`src/include/wb_defs.svh`:
```
// ==================================================
// Shared memory latency bound, in cycles per grant
// The memory model and the top level checks use it
// ==================================================
`ifndef WB_DEFS_SVH
`define WB_DEFS_SVH

// Worst-case delay from request to data_gnt
`define WB_MEM_LAT_MAX 4

`endif

```
`src/source/wb_pkg.sv`:
```
// ==================================================
// Types shared by the write-back stage
// Memory side is word-addressed, 32-bit data
// ==================================================
package wb_pkg;

    // Memory access size
    typedef enum logic [1:0] {
        BYTE = 2'b00,
        HALF = 2'b01,
        WORD = 2'b10
    } access_size_t;

    // Control bits from execute
    typedef struct packed {
        logic [4:0]   rd;
        logic         rd_write;
        logic         branch;
        logic         branch_cond;
        logic         ld;
        logic         st;
        access_size_t data_size;
        logic         data_sign;
        logic         illegal;
    } wb_ctrl_t;

    // Execute to write-back bundle
    // result1 holds the value or address
    // result2 holds the branch target or store data
    typedef struct packed {
        logic [31:0] result1;
        logic [31:0] result2;
        wb_ctrl_t    ctrl;
    } ex_wb_t;

    // Word-aligned memory request
    typedef struct packed {
        logic [31:0] addr;
        logic [31:0] wr_data;
        logic        rd_req;
        logic        wr_req;
    } mem_req_t;

    // Sequencer states
    typedef enum logic [2:0] {
        WRITE,
        READ,
        STORE_WR,
        LOAD,
        CATCH
    } wb_state_t;

endpackage

```
`src/source/wb_sequencer.sv`:
```
// ==================================================
// Write-back FSM, one word access at a time
// Illegal bundle parks the stage until reset
// ==================================================
`timescale 1ns/1ns

module wb_sequencer
    import wb_pkg::*;
(
    input  logic      clk,
    input  logic      rstz,
    input  ex_wb_t    execute,
    input  logic      pipe_in_vld,
    input  logic      data_gnt,
    input  logic      is_unaligned,
    input  logic      last_access,
    output logic      pipe_in_rdy,
    output wb_state_t state,
    output logic      accept,
    output logic      rd_req,
    output logic      wr_req
);

wb_state_t next_state;

// Current transaction is a store
logic store_op;

// ==================================================
// Handshake

// Only accept in WRITE, never an illegal bundle
assign pipe_in_rdy = (state == WRITE) && ~execute.ctrl.illegal;
assign accept      = pipe_in_rdy && pipe_in_vld;

// ==================================================
// State register

always_ff @(posedge clk or negedge rstz) begin
    if (~rstz) begin
        state    <= WRITE;
        store_op <= 1'b0;
    end else begin
        state <= next_state;
        if (accept) begin
            store_op <= execute.ctrl.st;
        end
    end
end

always_comb begin
    next_state = state;
    case (state)
        WRITE: begin
            if (pipe_in_vld && execute.ctrl.illegal) begin
                next_state = CATCH;
            end else if (accept && (execute.ctrl.ld || execute.ctrl.st)) begin
                next_state = READ;
            end
        end
        // Store goes on to the write, load may need a second word
        READ: begin
            if (data_gnt) begin
                if (store_op) next_state = STORE_WR;
                else if (last_access) next_state = LOAD;
            end
        end
        STORE_WR: begin
            if (data_gnt) begin
                next_state = last_access ? WRITE : READ;
            end
        end
        // Register write of the load result
        LOAD: next_state = WRITE;
        default: next_state = CATCH;
    endcase
end

// ==================================================
// Memory requests

// Read issued in the accept cycle, second load word looked ahead on grant
assign rd_req = (accept && (execute.ctrl.ld || execute.ctrl.st))
              || ((state == READ) && ~(data_gnt && (store_op || last_access)));

// Merged word is ready once in STORE_WR
assign wr_req = (state == STORE_WR);

// ==================================================
// Checks

// Memory must stay quiet while idle or parked
a_no_gnt_idle: assert property (@(posedge clk) disable iff (~rstz)
    (state == WRITE || state == CATCH) |-> ~data_gnt);

// Only reset leaves CATCH
a_catch_sticky: assert property (@(posedge clk) disable iff (~rstz)
    (state == CATCH) |=> (state == CATCH));

// Aligned load finishes after a single read
a_aligned_one_read: assert property (@(posedge clk) disable iff (~rstz)
    (state == READ && data_gnt && ~store_op && ~is_unaligned) |=> (state == LOAD));

endmodule

```
`src/source/wb_access_counter.sv`:
```
// ==================================================
// Word counter and address generator
// At most two aligned words per transaction
// ==================================================
`timescale 1ns/1ns

module wb_access_counter
    import wb_pkg::*;
#(
    parameter int WB_ADDR_W = 32
) (
    input  logic                 clk,
    input  logic                 rstz,
    input  ex_wb_t               execute,
    input  logic                 accept,
    input  wb_state_t            state,
    input  logic                 data_gnt,
    output logic [WB_ADDR_W-1:0] addr,
    output logic                 is_unaligned,
    output logic                 last_access,
    output logic [1:0]           byte_index,
    output wb_ctrl_t             ctrl_q
);

logic [WB_ADDR_W-1:0] base_q;
logic [1:0]           index_q;
logic [1:0]           cnt;
logic [1:0]           cnt_next;
logic                 advance;
access_size_t         size;

// Live values while idle, captured ones during the access
assign byte_index = (state == WRITE) ? execute.result1[1:0] : index_q;
assign size       = (state == WRITE) ? execute.ctrl.data_size : ctrl_q.data_size;

// Access crosses a word boundary
assign is_unaligned = ((size == HALF) && (byte_index == 2'b11))
                    || ((size == WORD) && (byte_index != 2'b00));
assign last_access  = ~is_unaligned || (cnt != 2'd0);

// Move to the next word on the grant of the current one
assign advance  = data_gnt && ~last_access
                && (((state == READ) && ~ctrl_q.st) || (state == STORE_WR));
assign cnt_next = cnt + 2'(advance);

always_ff @(posedge clk or negedge rstz) begin
    if (~rstz) begin
        cnt    <= 2'd0;
        ctrl_q <= '0;
    end else if (accept) begin
        cnt    <= 2'd0;
        ctrl_q <= execute.ctrl;
    end else begin
        cnt <= cnt_next;
    end
end

// Address payload
always_ff @(posedge clk) begin
    if (accept) begin
        base_q  <= {execute.result1[WB_ADDR_W-1:2], 2'b00};
        index_q <= execute.result1[1:0];
    end
end

// Look-ahead address, valid in the grant cycle
assign addr = (state == WRITE) ? {execute.result1[WB_ADDR_W-1:2], 2'b00}
                               : base_q + (WB_ADDR_W'(cnt_next) << 2);

a_cnt_max: assert property (@(posedge clk) disable iff (~rstz) cnt <= 2'd1);

endmodule

```
`src/source/wb_load_align.sv`:
```
// ==================================================
// Load data alignment and sign extension
// Result valid in the LOAD state only
// ==================================================
`timescale 1ns/1ns

module wb_load_align
    import wb_pkg::*;
(
    input  logic         clk,
    input  logic         rstz,
    input  wb_state_t    state,
    input  logic         data_gnt,
    input  logic [31:0]  data_rd_data,
    input  logic [1:0]   byte_index,
    input  access_size_t size,
    input  logic         sign,
    output logic [31:0]  load_data
);

logic [31:0] word0;
logic [31:0] word1;
logic        have_word0;
logic [63:0] pair_shift;
logic [31:0] raw;

// First grant of the access
always_ff @(posedge clk or negedge rstz) begin
    if (~rstz) begin
        have_word0 <= 1'b0;
    end else if (state != READ) begin
        have_word0 <= 1'b0;
    end else if (data_gnt) begin
        have_word0 <= 1'b1;
    end
end

// Word 0 kept, word 1 follows every grant
// Aligned access never reaches into word 1
always_ff @(posedge clk) begin
    if ((state == READ) && data_gnt) begin
        if (~have_word0) begin
            word0 <= data_rd_data;
        end
        word1 <= data_rd_data;
    end
end

// ==================================================
// Shift and extend

assign pair_shift = {word1, word0} >> {byte_index, 3'b000};
assign raw        = pair_shift[31:0];

always_comb begin
    case (size)
        BYTE:    load_data = {{24{sign & raw[7]}}, raw[7:0]};
        HALF:    load_data = {{16{sign & raw[15]}}, raw[15:0]};
        default: load_data = raw;
    endcase
end

endmodule

```
`src/source/wb_store_merge.sv`:
```
// ==================================================
// Read-modify-write merge for stores
// Port has no byte enables, whole words are written
// ==================================================
`timescale 1ns/1ns

module wb_store_merge
    import wb_pkg::*;
(
    input  logic        clk,
    input  logic        rstz,
    input  logic        accept,
    input  ex_wb_t      execute,
    input  wb_state_t   state,
    input  logic [1:0]  byte_index,
    input  logic [31:0] data_rd_data,
    output logic [31:0] wr_data
);

logic [63:0] lane_data;
logic [63:0] lane_mask;
logic [63:0] size_mask;
logic [31:0] mem_word;

// Previous cycle was a word write
logic was_store_wr;

// Bytes covered by the access size
always_comb begin
    case (execute.ctrl.data_size)
        BYTE:    size_mask = 64'h0000_0000_0000_00FF;
        HALF:    size_mask = 64'h0000_0000_0000_FFFF;
        default: size_mask = 64'h0000_0000_FFFF_FFFF;
    endcase
end

always_ff @(posedge clk or negedge rstz) begin
    if (~rstz) begin
        was_store_wr <= 1'b0;
    end else begin
        was_store_wr <= (state == STORE_WR);
    end
end

// ==================================================
// Lane and read word

always_ff @(posedge clk) begin
    if (accept) begin
        // Store data placed in a two-word lane
        lane_data <= 64'(execute.result2) << {byte_index, 3'b000};
        lane_mask <= size_mask << {byte_index, 3'b000};
    end else if ((state == READ) && was_store_wr) begin
        // Upper word becomes current for the second access
        lane_data <= lane_data >> 32;
        lane_mask <= lane_mask >> 32;
    end
end

// Last READ cycle is the grant cycle, so this holds the granted word
always_ff @(posedge clk) begin
    if (state == READ) begin
        mem_word <= data_rd_data;
    end
end

// Lane bytes replace the memory bytes
assign wr_data = (mem_word & ~lane_mask[31:0]) | (lane_data[31:0] & lane_mask[31:0]);

endmodule

```
`src/source/wb_commit.sv`:
```
// ==================================================
// Register write and branch outputs
// Direct results commit in the accept cycle
// ==================================================
`timescale 1ns/1ns

module wb_commit
    import wb_pkg::*;
(
    input  logic        clk,
    input  logic        rstz,
    input  wb_state_t   state,
    input  logic        accept,
    input  ex_wb_t      execute,
    input  logic [31:0] load_data,
    input  logic [4:0]  load_rd,
    output logic [31:0] regwr_data,
    output logic [4:0]  regwr_sel,
    output logic        regwr_en,
    output logic [31:0] branch_target,
    output logic        branch
);

logic wb_valid;
logic load_commit;

// Accepted bundle with no memory access
assign wb_valid    = accept && ~execute.ctrl.ld && ~execute.ctrl.st;
assign load_commit = (state == LOAD);

// ==================================================
// Register write from the bundle or the finished load

assign regwr_data = load_commit ? load_data : execute.result1;
assign regwr_sel  = load_commit ? load_rd   : execute.ctrl.rd;
assign regwr_en   = load_commit || (wb_valid && execute.ctrl.rd_write);

// ==================================================
// Branch condition from result1 bit 0

assign branch_target = execute.result2;
assign branch = wb_valid
             && (execute.ctrl.branch || (execute.ctrl.branch_cond && execute.result1[0]));

// No new bundle can sneak in while a load commits
a_load_commit_only: assert property (@(posedge clk) disable iff (~rstz)
    load_commit |-> ~accept);

endmodule

```
`src/source/wb_top.sv`:
```
// ==================================================
// Write-back stage top level
// Memory must grant within WB_MEM_LAT_MAX cycles
// ==================================================
`timescale 1ns/1ns
`include "wb_defs.svh"

module wb_top
    import wb_pkg::*;
#(
    parameter int WB_ADDR_W = 32
) (
    input  logic        clk,
    input  logic        rstz,
    input  ex_wb_t      execute,
    input  logic        pipe_in_vld,
    output logic        pipe_in_rdy,
    output mem_req_t    mem_req,
    input  logic [31:0] data_rd_data,
    input  logic        data_gnt,
    output logic [31:0] regwr_data,
    output logic [4:0]  regwr_sel,
    output logic        regwr_en,
    output logic [31:0] branch_target,
    output logic        branch
);

wb_state_t            state;
logic                 accept;
logic                 rd_req;
logic                 wr_req;
logic [WB_ADDR_W-1:0] word_addr;
logic                 is_unaligned;
logic                 last_access;
logic [1:0]           byte_index;
wb_ctrl_t             ctrl_q;
logic [31:0]          load_data;
logic [31:0]          merged_word;

wb_sequencer u_sequencer (
    .clk, .rstz, .execute, .pipe_in_vld, .data_gnt, .is_unaligned, .last_access,
    .pipe_in_rdy, .state, .accept, .rd_req, .wr_req
);

wb_access_counter #(.WB_ADDR_W(WB_ADDR_W)) u_access_counter (
    .clk, .rstz, .execute, .accept, .state, .data_gnt,
    .addr(word_addr), .is_unaligned, .last_access, .byte_index, .ctrl_q
);

wb_load_align u_load_align (
    .clk, .rstz, .state, .data_gnt, .data_rd_data, .byte_index,
    .size(ctrl_q.data_size), .sign(ctrl_q.data_sign), .load_data
);

wb_store_merge u_store_merge (
    .clk, .rstz, .accept, .execute, .state, .byte_index, .data_rd_data,
    .wr_data(merged_word)
);

wb_commit u_commit (
    .clk, .rstz, .state, .accept, .execute, .load_data, .load_rd(ctrl_q.rd),
    .regwr_data, .regwr_sel, .regwr_en, .branch_target, .branch
);

// Memory request bundle, address zero-extended to the bus width
assign mem_req.addr    = 32'(word_addr);
assign mem_req.wr_data = merged_word;
assign mem_req.rd_req  = rd_req;
assign mem_req.wr_req  = wr_req;

// Outstanding request sees its grant in bounded time
a_gnt_bound: assert property (@(posedge clk) disable iff (~rstz)
    (rd_req || wr_req) |-> ##[0:`WB_MEM_LAT_MAX] data_gnt);

endmodule

```
`config.mk`:
```
export PLATFORM = sky130hd
export DESIGN_NAME = wb_top
export DESIGN_NICKNAME = d
export VERILOG_FILES = /design/src/source/wb_pkg.sv /design/src/source/wb_sequencer.sv /design/src/source/wb_access_counter.sv /design/src/source/wb_load_align.sv /design/src/source/wb_store_merge.sv /design/src/source/wb_commit.sv /design/src/source/wb_top.sv
export VERILOG_INCLUDE_DIRS = /design/src /design/src/include
export SDC_FILE = /design/constraint.sdc
export NUM_CORES = 1
export LEC_CHECK = 0
export ABC_AREA = 1
export BUFFER_PORTS_ARGS = -buffer_cell sky130_fd_sc_hd__buf_2
export CORE_MARGIN = 5
export CORE_UTILIZATION = 35
export DETAILED_ROUTE_END_ITERATION = 10
export PLACE_DENSITY = 0.64
export SLEW_MARGIN = 25
export SYNTH_ARGS = -nofsm -noshare
export SYNTH_HDL_FRONTEND = slang
export SYNTH_SLANG_ARGS = --single-unit
```
`constraint.sdc`:
```
create_clock -name clk -period 3.42 [get_ports clk]
set_input_delay 0.684 -clock clk [delete_from_list [all_inputs] [get_ports clk]]
set_output_delay 0.684 -clock clk [all_outputs]
set_load 0.1 [all_outputs]
```
==> metrics.md <==
| Metric | Value |
|---|---|
| TritonCTS Sinks | 199 |
| Critical path required time | 2.74 ns |
| Setup violators final | 45 |
| Leading cell type by number of instances after synthesis | nand2_1 |
| Failing checks | negative setup slack |
| Startpoint type of the worst setup path | register |
| Final hold vios | 0 |
| Fill count | 2790 |
| Tmin final | 4.32 ns |
| DRC violations left | 0 |
| Gate count of the mapped netlist | 1189 |
| Netlist cell types | 44 |
| Port bufs | 249 |
| Worst Max-Slew Pin Slew | 0.700 ns |
| Top FF cell, synth | edfxtp_1 |
| IO Count | 252 |
| Synthesized cell area | 0.0107 mm^2 |
| Post-synthesis sequential area ratio | 54.9% |
| Mean area per synthesized cell | 9.03 um^2 |
| Root buf cell | clkbuf_16 |
| Final GP Congestion | 0.895 |
| Die Wd | 185 um |
| Flop-to-flop setup slack | 0.31 ns |
| Setup Skew | 0.0138 ns |
| Die ar. | 0.0343 mm^2 |
| Synth top area cells | edfxtp_1 51%, nand2_1 12%, nand3_1 4.2% |
| Leading area contributor after synthesis | edfxtp_1 |
| All-Layer GR Usage | 20.9% |
| Clock H-tree levels | 4 |
| Final WS setup | -0.905 ns |
| Die height | 185 um |
| Max_slew headroom | 53.0% |
| DRT iter0 DRCs | 848 |
| DPL Wire Length | 27.3 mm |
| Final Max Tran Viols | 0 |
| Final WL | 36.5 mm |
| Setup crit end kind | primary output |
| Finished Cell Area | 0.0153 mm^2 |
| Core area | 0.0304 mm^2 |
| Min-Delay Path Class | in2async |
| Fin Setup TNS | -24.26 ns |
| Via density | 5.09 |
| Area grow syn2layout | 42.5% |
| Worst Path Max Fanout | 8 |
| Clk_lat worst skew | 0.45 ns |
| CTS buffer count | 17 |
| 1st-pass router iterations | 5 |
| First-pass GRT wire length | 54.0 mm |
| Run status | complete, but fails checks |
| Synth cell count leaders | 336 x nand2_1, 183 x edfxtp_1, 109 x nor2_1 |
| FFs w/ async S/R, synth | 8.04% |
| Number of global-route vias before repair | 9253 |
| Clk pin slew, worst setup/hold paths | 0.08 ns |
| Worst vdd ir | 0.402 mV |
| Worst EP arrival | 3.64 ns |
| Fin nets | 1572 |
| Row cnt | 64 |
| Gr ovfl total | 0 |
| Initial antenna violation count | 4 |
| Maximum capacitance violations | 0 |
| Maximum number of pins on one net before global-route repair | 74 |
| F_max | 0.231 GHz |
| RR Endpoint | u_sequencer.state[0] |
| DR WL/cell | 19.6 um |
| Longest Clk Path Bufs | 2 |
| Syn. warnings | 0 |
| Post-synth EDFFs | 183 |
| Routed via count | 9502 |
| Placed instance area | 0.0141 mm^2 |
| Reg2reg start | u_sequencer.state[1] |
| Synth top area share | 51.2% |
| Starting Density | 35.3% |
| Place WS | -0.614 ns |
| PwrDens | 750 mW/mm^2 |
| Flops & latches, synth | 199 |
| Period utilisation layout | 126% |
| RSZ-0062 raised after global routing | yes |
| Static Leak | 6.34 nW |
| Cell count of the worst reg-to-reg path | 23 |
| Share of cells above drive strength 1 | 37.8% |
| CTS tree | built |
| Critical path class | reg2out |
| Routed Antenna Nets | 0 |
## report_power, final
part           switching [mW]  leakage (nW)  total [mW]  internal (mW)
Combinational            4.17          4.15        6.26           2.10
Sequential              0.126          1.88        3.06           2.93
Clock                    1.03         0.307        2.16           1.13
Total                    5.32          6.34        11.5           6.16
## cell type report
| type | instances | area (um^2) | area share (%) |
|---|---|---|---|
| clock inverters | 14 | 203 | 1.32 |
| clock buffers | 18 | 429 | 2.80 |
| well taps | 396 | 495 | 3.24 |
| inverters | 101 | 392 | 2.56 |
| multi-input cells | 797 | 4850 | 31.7 |
| repair buffers | 338 | 3030 | 19.8 |
| flip-flops and latches | 199 | 5900 | 38.5 |
| diodes | 2 | 5.00 | 0.0327 |
## cells by family after synthesis
family / Yosys count / share of synthesized area (%)
AOI/OAI and AO/OA: 154 / 8.34
buffers and inverters: 194 / 8.80
xor gates and xnor gates: 13 / 1.06
other: 1 / 0.0349
adders and majority gates: 4 / 0.536
muxes: 32 / 3.36
and+or+nand+nor: 592 / 23.0
DFF: 199 / 54.9
## routing by layer
layer / GRT usage [%] / wire length, um
met2: 34.1 / 17400
met5: 0 / 14
met3: 3.36 / 2670
met4: 6.90 / 862
met1: 28.5 / 15600
## cell usage in the layout, fill, tap and decap left out, drive strengths merged, types with 6 or more instances in the layout
master | Yosys | layout
a21oi | 15 | 15
a31oi | 10 | 10
buf | 68 | 338
clkbuf | 25 | 18
clkinv | 1 | 6
dfrtp | 16 | 16
edfxtp | 183 | 183
inv | 100 | 107
mux2 | 32 | 32
nand2 | 342 | 342
nand3 | 92 | 92
nand4 | 7 | 7
nor2 | 113 | 113
nor3 | 31 | 31
o211ai | 16 | 16
o21ai | 90 | 90
o22ai | 8 | 8
o32ai | 8 | 8
xor2 | 9 | 9
## critical path, stage by stage, from the launching register on
cell and delay [ns]:
dfrtp_1 0.41, nor2_4 0.20, nand2_4 0.15, nand2_2 0.11, nand2_2 0.06, a21oi_2 0.19
nand3_2 0.11, a21oi_4 0.15, ha_4 0.18, xor2_4 0.21, fa_2 0.28, nand3_4 0.09
inv_4 0.08, nand2_4 0.06, nor2_4 0.19, nand4_1 0.14, xor2_1 0.22, nand2_2 0.11
nand2_8 0.09, buf_12 0.17
## sequential cells by signal (all words and copies together), names as in the netlist
signal,count
u_sequencer.state,3
u_store_merge.was_store_wr,1
u_load_align.word0,32
u_access_counter.ctrl_q,9
u_store_merge.lane_data,56
u_access_counter.index_q,2
u_store_merge.mem_word,32
u_access_counter.cnt,2
u_store_merge.lane_mask,7
u_access_counter.base_q,30
u_load_align.word1,24
u_load_align.have_word0,1
## repair_timing
action                                  4_1_cts  5_1_grt
hold buffers                                  0        0
buffers inserted                             24        8
endpoints found under the setup margin       62       57
resized for setup                            54       32
pin swaps                                    29       34
## how the worst max path moves through the flow
stage	start	to	slack, ns
after floorplan	u_sequencer.state[1]	mem_req[50]	-0.52
after global placement	execute[46]	mem_req[56]	-0.61
after detailed placement	execute[46]	mem_req[56]	-0.61
after CTS	u_sequencer.state[2]	mem_req[53]	-0.83
after global routing	u_sequencer.state[1]	mem_req[58]	-1.12
final	u_sequencer.state[1]	mem_req[58]	-0.90
## through the flow
stage          power [mW]  cells  hold slack (ns)  util, %
2_1_floorplan        7.08   1190            0.388        -
3_3_place_gp         8.78   1802            0.475     46.2
3_5_place_dp         8.83   1802            0.474     46.2
4_1_cts              11.4   1855            0.166     49.6
5_1_grt              12.0   1864            0.185     50.3
6_report             11.5   1865            0.166     50.3
No activity file was read; power rests on OpenSTA's default activity.
